### config.mk
export PLATFORM = sky130hd
export DESIGN_NAME = lineStepper
export DESIGN_NICKNAME = d
export VERILOG_FILES = /design/src/logic/rasterPkg.sv /design/src/logic/lineStepper.sv
export SDC_FILE = /design/constraint.sdc
export NUM_CORES = 1
export LEC_CHECK = 0
export ABC_AREA = 1
export BUFFER_PORTS_ARGS = -buffer_cell sky130_fd_sc_hd__buf_2
export CELL_PAD_IN_SITES_DETAIL_PLACEMENT = 2
export CELL_PAD_IN_SITES_GLOBAL_PLACEMENT = 2
export CORE_UTILIZATION = 32
export CTS_CLUSTER_SIZE = 14
export DETAILED_ROUTE_END_ITERATION = 16
export GPL_ROUTABILITY_DRIVEN = 0
export GPL_TIMING_DRIVEN = 1
export PLACE_DENSITY = 0.75
export SLEW_MARGIN = 20
export SYNTH_ARGS = -nofsm -noshare
export SYNTH_HDL_FRONTEND = slang
export SYNTH_SLANG_ARGS = --single-unit
### constraint.sdc
create_clock -name clk -period 4.25 [get_ports clk]
set_clock_uncertainty 0.05 [all_clocks]
set_input_delay 0.2125 -clock clk [delete_from_list [all_inputs] [get_ports clk]]
set_output_delay 0.2125 -clock clk [all_outputs]
set_load 0.005 [all_outputs]
### src/logic/rasterPkg.sv
// Geometry types shared by the bus slave, the line stepper and the frame memory.
// Structs are sized for the widest grid; modules use only the low CoordBits bits.
// A pixel x maps to a column, y to a row; origin at row 0, bit 0.
`default_nettype none

package rasterPkg;

	// Widest supported grid is 256 by 256
	localparam int MaxCoordBits = 8;

	typedef logic [MaxCoordBits-1:0] coord_t;

	typedef struct packed {
		coord_t x;
		coord_t y;
	} point_t;

	// Bus word layout, high to low: p0.x, p0.y, p1.x, p1.y
	typedef struct packed {
		point_t p0;
		point_t p1;
	} lineCmd_t;

	// One pixel set request per clock
	typedef struct packed {
		logic valid;
		point_t pt;
	} pixelWr_t;

endpackage

`default_nettype wire
### src/logic/lineStepper.sv
// Bresenham line engine, one pixel per clock in any octant.
// start must only arrive while idle; the command is sampled on that cycle.
// Coordinates above CoordBits are ignored, so lines wrap with the grid.
`timescale 1ns/1ps
`default_nettype none

module lineStepper #(
	parameter int CoordBits = 6
) (
	input wire logic clk,
	input wire logic n_rst,
	input wire rasterPkg::lineCmd_t cmd,
	input wire logic start,
	output logic busy,
	output rasterPkg::pixelWr_t pixel
);
	import rasterPkg::*;

	// Room for twice the largest difference plus sign
	localparam int ErrBits = CoordBits + 3;

	typedef enum logic {
		Idle,
		Draw
	} state_t;

	state_t state;
	state_t stateNext;

	logic [CoordBits-1:0] x0, y0, x1, y1;
	logic [CoordBits-1:0] curX, curY;
	logic [CoordBits-1:0] endX, endY;
	logic xDec, yDec;
	logic signed [ErrBits-1:0] dx, dy, err;
	logic signed [ErrBits-1:0] dxLoad, dyLoad, e2;
	logic stepX, stepY, atEnd;

	assign x0 = cmd.p0.x[CoordBits-1:0];
	assign y0 = cmd.p0.y[CoordBits-1:0];
	assign x1 = cmd.p1.x[CoordBits-1:0];
	assign y1 = cmd.p1.y[CoordBits-1:0];

	// Absolute differences of the new command
	assign dxLoad = (x1 >= x0) ? $signed(ErrBits'(x1 - x0)) : $signed(ErrBits'(x0 - x1));
	assign dyLoad = (y1 >= y0) ? $signed(ErrBits'(y1 - y0)) : $signed(ErrBits'(y0 - y1));

	assign e2 = err <<< 1;
	assign stepX = e2 > -dy;
	assign stepY = e2 < dx;
	assign atEnd = (curX == endX) && (curY == endY);

	always_comb begin
		stateNext = state;
		case (state)
			Idle: if (start) stateNext = Draw;
			Draw: if (atEnd) stateNext = Idle;
			default: stateNext = Idle;
		endcase
	end

	always_ff @(posedge clk, negedge n_rst) begin
		if (!n_rst) begin
			state <= Idle;
		end else begin
			state <= stateNext;
		end
	end

	always_ff @(posedge clk) begin
		if (state == Idle && start) begin
			curX <= x0;
			curY <= y0;
			endX <= x1;
			endY <= y1;
			dx <= dxLoad;
			dy <= dyLoad;
			err <= dxLoad - dyLoad;
			xDec <= x1 < x0;
			yDec <= y1 < y0;
		end else if (state == Draw && !atEnd) begin
			// Diagonal steps take both branches
			if (stepX) begin
				curX <= xDec ? curX - 1'b1 : curX + 1'b1;
			end
			if (stepY) begin
				curY <= yDec ? curY - 1'b1 : curY + 1'b1;
			end
			err <= err - (stepX ? dy : '0) + (stepY ? dx : '0);
		end
	end

	assign busy = state == Draw;

	// Current point is written in every draw cycle, p0 first
	assign pixel = '{valid: busy, pt: '{x: coord_t'(curX), y: coord_t'(curY)}};

endmodule

`default_nettype wire

==> impl_metrics.json <==
{
  "holdWs_ns": 0.0733,
  "report.final.slew_viol_count": 0,
  "power_density_nw_per_um2": 812,
  "cts_sinks": 49,
  "rows": 43,
  "dp_hpwl_microns": 11500,
  "p_total_mw": 4.56,
  "antenna_left": 0,
  "leakagePower_nw": 2.81,
  "syn_area_per_cell_sq_um": 8.21,
  "yosys.area_share.simple_pct": 17.4,
  "cts_max_level": 2,
  "via_count": 4086,
  "grt_pass1_vias": 4466,
  "hold_viol_final": 0,
  "clkTransAtPathRegs_ns": 0.07,
  "synth.area.mux_share_pct": 0.878,
  "core_sq_um": 14100,
  "setup-violations-final": 1,
  "tightest_slew_ns": 1.06,
  "place_inst": 811,
  "fmax_mhz": 233,
  "ir_drop_mv": 0.250,
  "grt_max_degree": 44,
  "grt_pass1_wl_microns": 22600,
  "period_needed_ns": 4.29,
  "status": "finished, violations left",
  "synth_top_flop_cell": "edfxtp_1",
  "drt-wirelength-per-cell_microns": 17.3,
  "die_area_sq_um": 15200,
  "drtIter0Drc": 94,
  "cp.arrival_ns": 4.28,
  "synth_cells": 573,
  "grt_usage_pct": 19.6,
  "slew-limit-headroom_pct": 29.0,
  "critPathKind": "reg -> reg",
  "grt-ovfl-total": 0,
  "routed_via_density": 4.94,
  "fin_area_sq_um": 5610,
  "start_util_pct": 33.4,
  "ys_types": 41,
  "numCtsBuffers": 5,
  "cp_slowest_stage_delay_ns": 0.50,
  "num-nets-final": 759,
  "cpMaxStageDelayCell": "fa_1",
  "synth_top_family_by_area": "adder cells",
  "worstSkewPairLatency_ns": 0.30,
  "synth-xor-area-share_pct": 6.33,
  "clockBufferDepth": 2,
  "dpl-instance-area_sq_um": 5260,
  "synth_edf_count": 48,
  "synth_compound_area_share_pct": 10.1,
  "crit_fanout": 6,
  "max_cap_violations": 0,
  "min_path_type": "in -> reg",
  "antenna_found_initial": 0,
  "synthArstFlopShare_pct": 2.04,
  "final_cell_mix": "inv_1, nand2_1, ha_1, edfxtp_1, buf_2",
  "drive_gt1_share_pct": 19.2,
  "dr.pass1.iters": 4,
  "violations": "setup timing",
  "worstPathRequired_ns": 4.24,
  "final_cells": 827,
  "startpoint_type": "register",
  "crit_top_cell": "nand2_1",
  "ys_warn_count": 0,
  "synth-adder-area-share_pct": 23.0,
  "ys_ff_latch": 49,
  "syn2layout_area_growth_pct": 19.3,
  "fp.dieH_microns": 123,
  "fin_crit_sh_pct": 101,
  "synth_top_area_share_pct": 30.6,
  "drc": 0,
  "wl_microns": 14300,
  "synth_top_area_cell": "edfxtp_1",
  "io_buffers": 40,
  "grt_setup_unrepaired": "yes",
  "pin_count": 53,
  "dieWidth_microns": 123,
  "yosysSeqAreaShare_pct": 31.2,
  "n_antenna_cell": 0,
  "crit_path_end_kind": "register",
  "fin_ws_ns": -0.0380,
  "ys_top_cells_by_area": "edfxtp_1, ha_1, inv_1",
  "root_buffer": "clkbuf_16",
  "fin_util_pct": 39.8,
  "cts_tree": "yes",
  "final_common_cell": "inv_1",
  "syn_area_sq_um": 4700
}
registers in the layout (all words and copies together) (netlist names):
name,cells
busy,1
xDec,1
curY,6
dx,7
endY,6
dy,7
yDec,1
curX,6
err,8
endX,6
power breakdown:
part	switching [mW]	internal [mW]
clock network	0.184	0.214
registers	0.152	0.812
logic	1.78	1.42
total	2.12	2.44
metal layers:
| metal | wire length, microns | global-route usage (%) |
|---|---|---|
| met2 | 7690 | 37.1 |
| met4 | 178 | 4.22 |
| met1 | 6230 | 23.9 |
| met3 | 207 | 1.43 |
| met5 | 0 | 0 |
metrics by stage:
step	worst slack, ns	TNS (ns)
after global routing	-0.350	-0.617
after CTS	-0.0219	-0.0392
after detailed placement	-0.273	-0.485
final	-0.0380	-0.0380
after floorplan	0.278	0
after global placement	-0.0132	-0.0132
cell type report:
class / instances / area (sq um)
clock buffer: 5 / 125
inverter: 121 / 454
timing repair buffer: 73 / 450
sequential: 49 / 1470
clock inverter: 3 / 12.5
tap: 180 / 225
multi-input combinational: 396 / 2880
fill: 1616 / 8480
final timing paths:
path                          from  cells past startpoint  slack (ns)       to
min in group asynchronous    n_rst                      2        0.17     busy
max in group asynchronous    n_rst                      2        3.90     busy
max reg2reg                  dy[1]                     27       -0.04   err[7]
min reg2reg                 err[0]                      3        0.78   err[0]
min                        cmd[10]                      1        0.07  endX[2]
max                          dy[1]                     27       -0.04   err[7]
timing repair:
| item | CTS | global route |
|---|---|---|
| endpoints found under the setup margin | 3 | 3 |
| endpoints found under the hold margin | 1 | 0 |
| hold buffers | 1 | 0 |
| pin swaps | 8 | 4 |
| gates resized for setup | 16 | 22 |
| buffers inserted | 4 | 3 |
kinds of logic after synthesis:
logic type,Yosys count
AND/OR/NAND/NOR,193
buffers and inverters,131
AO/OA/AOI/OAI,83
adder cells (fa/ha/maj),78
flip-flops,49
XOR/XNOR,34
multiplexers,4
other,1
synth_stat cells, drive strengths merged (2+ instances only):
cell      n
inv     121
nand2   107
ha       64
edfxtp   48
nor2     46
a21oi    32
o21ai    30
xor2     24
nand3    19
fa       14
xnor2    10
buf       7
nand4     7
nor3      7
o22ai     7
a21o      4
clkbuf    3
mux2i     3
or2       3
a221oi    2
a31oi     2
and2      2
worst max-delay path: cells and delay by family, from the launching register on:
| kind | cells | cell delay, ns |
|---|---|---|
| compound gates | 3 | 0.33 |
| xor+xnor | 1 | 0.14 |
| fa+ha+maj | 4 | 1.25 |
| buf+inv | 5 | 0.53 |
| flops | 1 | 0.43 |
| simple gates | 14 | 1.34 |
No activity file was read; power rests on OpenSTA's default activity.
