===== config.mk =====
export PLATFORM = sky130hd
export DESIGN_NAME = regInterface
export DESIGN_NICKNAME = d
export VERILOG_FILES = /design/src/logic/wbPkg.sv /design/src/logic/rasterPkg.sv /design/src/logic/regInterface.sv
export SDC_FILE = /design/constraint.sdc
export NUM_CORES = 1
export LEC_CHECK = 0
export BUFFER_PORTS_ARGS = -buffer_cell sky130_fd_sc_hd__buf_2
export CAP_MARGIN = 20
export CORE_MARGIN = 5
export CORE_UTILIZATION = 30
export CTS_BUF_LIST = sky130_fd_sc_hd__clkbuf_8 sky130_fd_sc_hd__clkbuf_16
export DETAILED_ROUTE_END_ITERATION = 7
export GPL_TIMING_DRIVEN = 0
export PLACE_DENSITY_LB_ADDON = 0.15
export SYNTH_ARGS = -nofsm -noshare
export SYNTH_HDL_FRONTEND = slang
export SYNTH_SLANG_ARGS = --single-unit

===== constraint.sdc =====
create_clock -name clk -period 4 [get_ports clk]
set_input_delay 0.4 -clock clk [delete_from_list [all_inputs] [get_ports clk]]
set_output_delay 0.4 -clock clk [all_outputs]
set_load 0.01 [all_outputs]

===== src/logic/wbPkg.sv =====
// Wishbone classic request and response bundles, plus the register map.
// Addresses are word addresses; there are no byte selects.
// Frame words start at AdrFrameBase, so at most 512 frame words are reachable.
`default_nettype none

package wbPkg;

	localparam int WbDataBits = 32;
	localparam int WbAddrBits = 10;

	typedef struct packed {
		logic cyc;
		logic stb;
		logic we;
		logic [WbAddrBits-1:0] adr;
		logic [WbDataBits-1:0] dat;
	} wbReq_t;

	typedef struct packed {
		logic ack;
		logic [WbDataBits-1:0] dat;
	} wbRsp_t;

	// Write a line command here, drawing starts on the ack
	localparam logic [WbAddrBits-1:0] AdrLine = WbAddrBits'(0);
	// Read only, bit 0 is busy
	localparam logic [WbAddrBits-1:0] AdrStatus = WbAddrBits'(1);
	// Any write clears the whole frame
	localparam logic [WbAddrBits-1:0] AdrClear = WbAddrBits'(2);
	// Row words, lowest word of row 0 first
	localparam logic [WbAddrBits-1:0] AdrFrameBase = WbAddrBits'(512);

endpackage

`default_nettype wire


===== src/logic/rasterPkg.sv =====
// Geometry types shared by the bus slave, the line stepper and the frame memory.
// Structs are sized for the widest grid; modules use only the low CoordBits bits.
// A pixel x maps to a column, y to a row; origin at row 0, bit 0.
`default_nettype none

package rasterPkg;

	// Widest supported grid is 256 by 256
	localparam int MaxCoordBits = 8;

	typedef logic [MaxCoordBits-1:0] coord_t;

	typedef struct packed {
		coord_t x;
		coord_t y;
	} point_t;

	// Bus word layout, high to low: p0.x, p0.y, p1.x, p1.y
	typedef struct packed {
		point_t p0;
		point_t p1;
	} lineCmd_t;

	// One pixel set request per clock
	typedef struct packed {
		logic valid;
		point_t pt;
	} pixelWr_t;

endpackage

`default_nettype wire

===== src/logic/regInterface.sv =====
// Wishbone classic slave for line commands, status, clear and frame readback.
// Line and clear writes are held off with no ack while the stepper is busy.
// Every ack is registered and lasts one cycle; reads return data with the ack.
// Only frame words below NumWords and inside the 10-bit address space answer.
`timescale 1ns/1ps
`default_nettype none

module regInterface #(
	parameter int CoordBits = 6,
	localparam int WordsPerRow = ((2 ** CoordBits) >= 32) ? (2 ** CoordBits) / 32 : 1,
	localparam int NumWords = (2 ** CoordBits) * WordsPerRow,
	localparam int WordIdxBits = $clog2(NumWords)
) (
	input wire logic clk,
	input wire logic n_rst,
	input wire wbPkg::wbReq_t wbReq,
	output wbPkg::wbRsp_t wbRsp,
	input wire logic busy,
	output rasterPkg::lineCmd_t cmd,
	output logic start,
	output logic clear,
	output logic [WordIdxBits-1:0] rowWord,
	input wire logic [wbPkg::WbDataBits-1:0] rdData
);
	import wbPkg::*;
	import rasterPkg::*;

	localparam coord_t CoordMask = coord_t'((1 << CoordBits) - 1);

	logic ackQ;
	logic [WbDataBits-1:0] rdQ;
	logic reqSeen, ackNext, lineOrClear;
	logic isLine, isStatus, isClear, isFrame;
	logic [WbAddrBits-1:0] frameOff;
	logic [WbDataBits-1:0] rdValue;
	lineCmd_t cmdIn;

	// New request only when the previous ack has gone
	assign reqSeen = wbReq.cyc && wbReq.stb && !ackQ;

	assign isLine = wbReq.adr == AdrLine;
	assign isStatus = wbReq.adr == AdrStatus;
	assign isClear = wbReq.adr == AdrClear;
	assign frameOff = wbReq.adr - AdrFrameBase;
	assign isFrame = (wbReq.adr >= AdrFrameBase) && (frameOff < NumWords);

	// Back-pressure on line and clear writes
	assign lineOrClear = wbReq.we && (isLine || isClear);
	assign ackNext = reqSeen && !(lineOrClear && busy);

	// Out-of-grid coordinate bits are dropped here
	assign cmdIn = lineCmd_t'(wbReq.dat & {4{CoordMask}});

	assign rowWord = WordIdxBits'(frameOff);

	always_comb begin
		rdValue = '0;
		if (isStatus) begin
			rdValue = {{(WbDataBits - 1){1'b0}}, busy};
		end else if (isLine) begin
			rdValue = cmd;
		end else if (isFrame) begin
			rdValue = rdData;
		end
	end

	always_ff @(posedge clk, negedge n_rst) begin
		if (!n_rst) begin
			ackQ <= 1'b0;
			start <= 1'b0;
			clear <= 1'b0;
		end else begin
			ackQ <= ackNext;
			// Pulses line up with the ack
			start <= ackNext && wbReq.we && isLine;
			clear <= ackNext && wbReq.we && isClear;
		end
	end

	always_ff @(posedge clk) begin
		if (ackNext && !wbReq.we) begin
			rdQ <= rdValue;
		end
		if (ackNext && wbReq.we && isLine) begin
			cmd <= cmdIn;
		end
	end

	assign wbRsp = '{ack: ackQ, dat: rdQ};

endmodule

`default_nettype wire


==> metrics.cfg <==
[placed_design]
dp_hpwl_um = 4420
place_congestion = 0.719
port_buffers = 137

[worst_setup_path]
slowest_delay_ns = 0.64
crit_path_end_kind = flip-flop
critPathKind = in2reg
required_ns = 4.03
crit_chain = buf_2, or4_4, nor4_1, and3_1, buf_16
worstPathBufferInverterCount = 2
slowest_stage = and3_1
critPathLaunchType = input port
worstPathArrival_ns = 2.25
worstPathMaxFanout = 14
critPathTopFamily = simple AND/OR/NAND/NOR gates

[synthesis]
ys.flop_type = edfxtp_1
avgSynthCellArea_um2 = 17.6
synth_area_um2 = 2300
synth_compound_area_frac = 0.0941
syn-instance-count = 131
ys_ff_latch = 59
synthMuxAreaShare = 0
synthXorXnorAreaFrac = 0
synth_top_family_by_area = compound AO/OA/AOI/OAI gates
ys_warn_count = 0
yosysSeqAreaShare = 0.764
async_reset_ff_frac = 0.0508
synthSimpleGateAreaFrac = 0.0718
synth_cell_type_count = 22
synth_edf_count = 56
synth_adder_area_share = 0

[cts]
clk_transition_reported_paths_ns = 0.07
cts-htree-levels = 3
cts-resized-gates = 0
cts_tree = yes
cts_sinks = 59
postCtsSetupRepairBufs = 0
clk_latency_ns = 0.32
cts_root_buf = clkbuf_8
hold_buffers = 1
numCtsBuffers = 9
clk_path_buf_depth = 2

[detailed_routing]
vias_per_cell = 4.28
wl_met1_um = 2250
wl_um = 5780
post_drt_wl_per_cell_um = 14.6
final_antenna_net_count = 0
num_vias = 1692
drtPass1Iterations = 4
top_layer_used = met5
wl_met2_um = 2740
met3_wirelength_um = 696
drt_iter0_markers = 46
drc = 0

[sta]
drv_slew = 0
period_share = 0.555
fin_crit_ns = 2.22
max_slew_margin = 0.388
rsz0062_at_grt = no
tightestPinTransition_ns = 0.916
finClkSkew_ns = 0.00860
clock.fmax_mhz = 451
tns_ns = 0
setup_viol = 0
hold_violations = 0

[power]
power_leakage_nw = 1.43
ir_worst_vdd_mv = 0.170
power_per_cell_area_nw_per_um2 = 368

[hold_path]
hp-class = in2reg

[finish]
drive_gt1_frac = 0.590
num-nets-final = 368
antenna_cells = 0
final_util = 0.440
area_delta_synth_final_pct = 45.6

[global_routing]
antenna_found_initial = 1
grt_usage = 0.123
grt_max_degree = 33
grt_overflow = 0
grt_pass1_vias = 1785
grt_pass1_wl_um = 9020

[floorplan]
die_x_um = 97.6
initial_core_util = 0.302
coreArea_um2 = 7610
die_area_um2 = 9520
die_h_um = 97.6
rows = 32
io_pins = 154

[run_status]
outcome = complete, no violations

[job]
cap_viol_max_count = 0

-- layout make-up --
class,count,area (µm²)
clock buffer,10,138
fill,738,4260
buffer,21,154
tap,102,128
clock inverter,6,26.3
timing repair buffer,139,723
multi-input combinational,57,419
inverter,1,3.75
sequential,59,1760
-- cells by family after synthesis --
family / after synthesis
compound gates: 25
flops: 59
simple gates: 24
other cells: 1
buf+inv: 22
-- worst paths after layout --
check                             startpoint                    end  slack, ns  depth (start not counted)
min                                wbReq[19]      cmd[19]$_DFFE_PP_       0.25                          1
max in group asynchronous              n_rst         ackQ$_DFF_PN0_       3.51                          2
max reg2reg                   ackQ$_DFF_PN0_      cmd[27]$_DFFE_PP_       1.89                          4
min in group asynchronous              n_rst        start$_DFF_PN0_       0.39                          2
min reg2reg                cmd[16]$_DFFE_PP_  rdQ[16]$_SDFFCE_PP0P_       0.56                          1
max                                wbReq[41]      cmd[27]$_DFFE_PP_       1.78                          5
-- cell usage after synthesis (all sizes together), types with 2 or more instances --
master | count | area, µm²
edfxtp | 56 | 1680
a22o | 23 | 201
buf | 18 | 143
and2 | 8 | 50.1
nor2 | 4 | 15.0
clkbuf | 3 | 11.3
dfrtp | 3 | 75.1
or4 | 3 | 30.0
and3 | 2 | 12.5
nor4 | 2 | 27.5
-- power breakdown --
part           switching, W  internal [W]
Sequential       0.00000276      0.000688
Clock              0.000212      0.000231
Combinational     0.0000462     0.0000535
-- stage by stage --
stage / cell area [µm²] / cells / setup slack, ns / total power (W) / hold slack [ns]
after floorplan: 2330 / 138 / 1.67 / 0.000745 / 0.104
after global placement: 3140 / 377 / 0.925 / 0.000802 / 0.197
after detailed placement: 3170 / 378 / 1.42 / 0.000803 / 0.199
after CTS: 3350 / 395 / 1.76 / 0.00125 / 0.227
after global routing: 3350 / 395 / 1.71 / 0.00130 / 0.227
final: 3350 / 395 / 1.78 / 0.00123 / 0.247
-- per-layer routing --
metal	global-route usage	vias up
met2	0.198	89
met1	0.136	790
met4	0.0543	2
met5	0	-
met3	0.0625	10
li1	-	801
-- placed cells by master, fill, tap and decap left out, types with 4 or more instances in the layout --
| cell type | n |
|---|---|
| conb_1 | 8 |
| and2_1 | 8 |
| buf_4 | 16 |
| inv_1 | 4 |
| buf_2 | 137 |
| a22o_1 | 23 |
| clkbuf_8 | 10 |
| edfxtp_1 | 56 |
-- flip-flops by register name, summed over array words and instances, names as in the netlist --
register,cells
rdQ,32
clear,1
ackQ,1
cmd,24
start,1
-- worst reg2reg max path, cell delays in order, from the launching register on --
cell and delay, ns:
dfrtp_1 0.38, nand3b_1 0.23, nor4_1 0.34, and3_1 0.64, buf_16 0.22
Note: power is estimated with default switching activity, not from simulation.
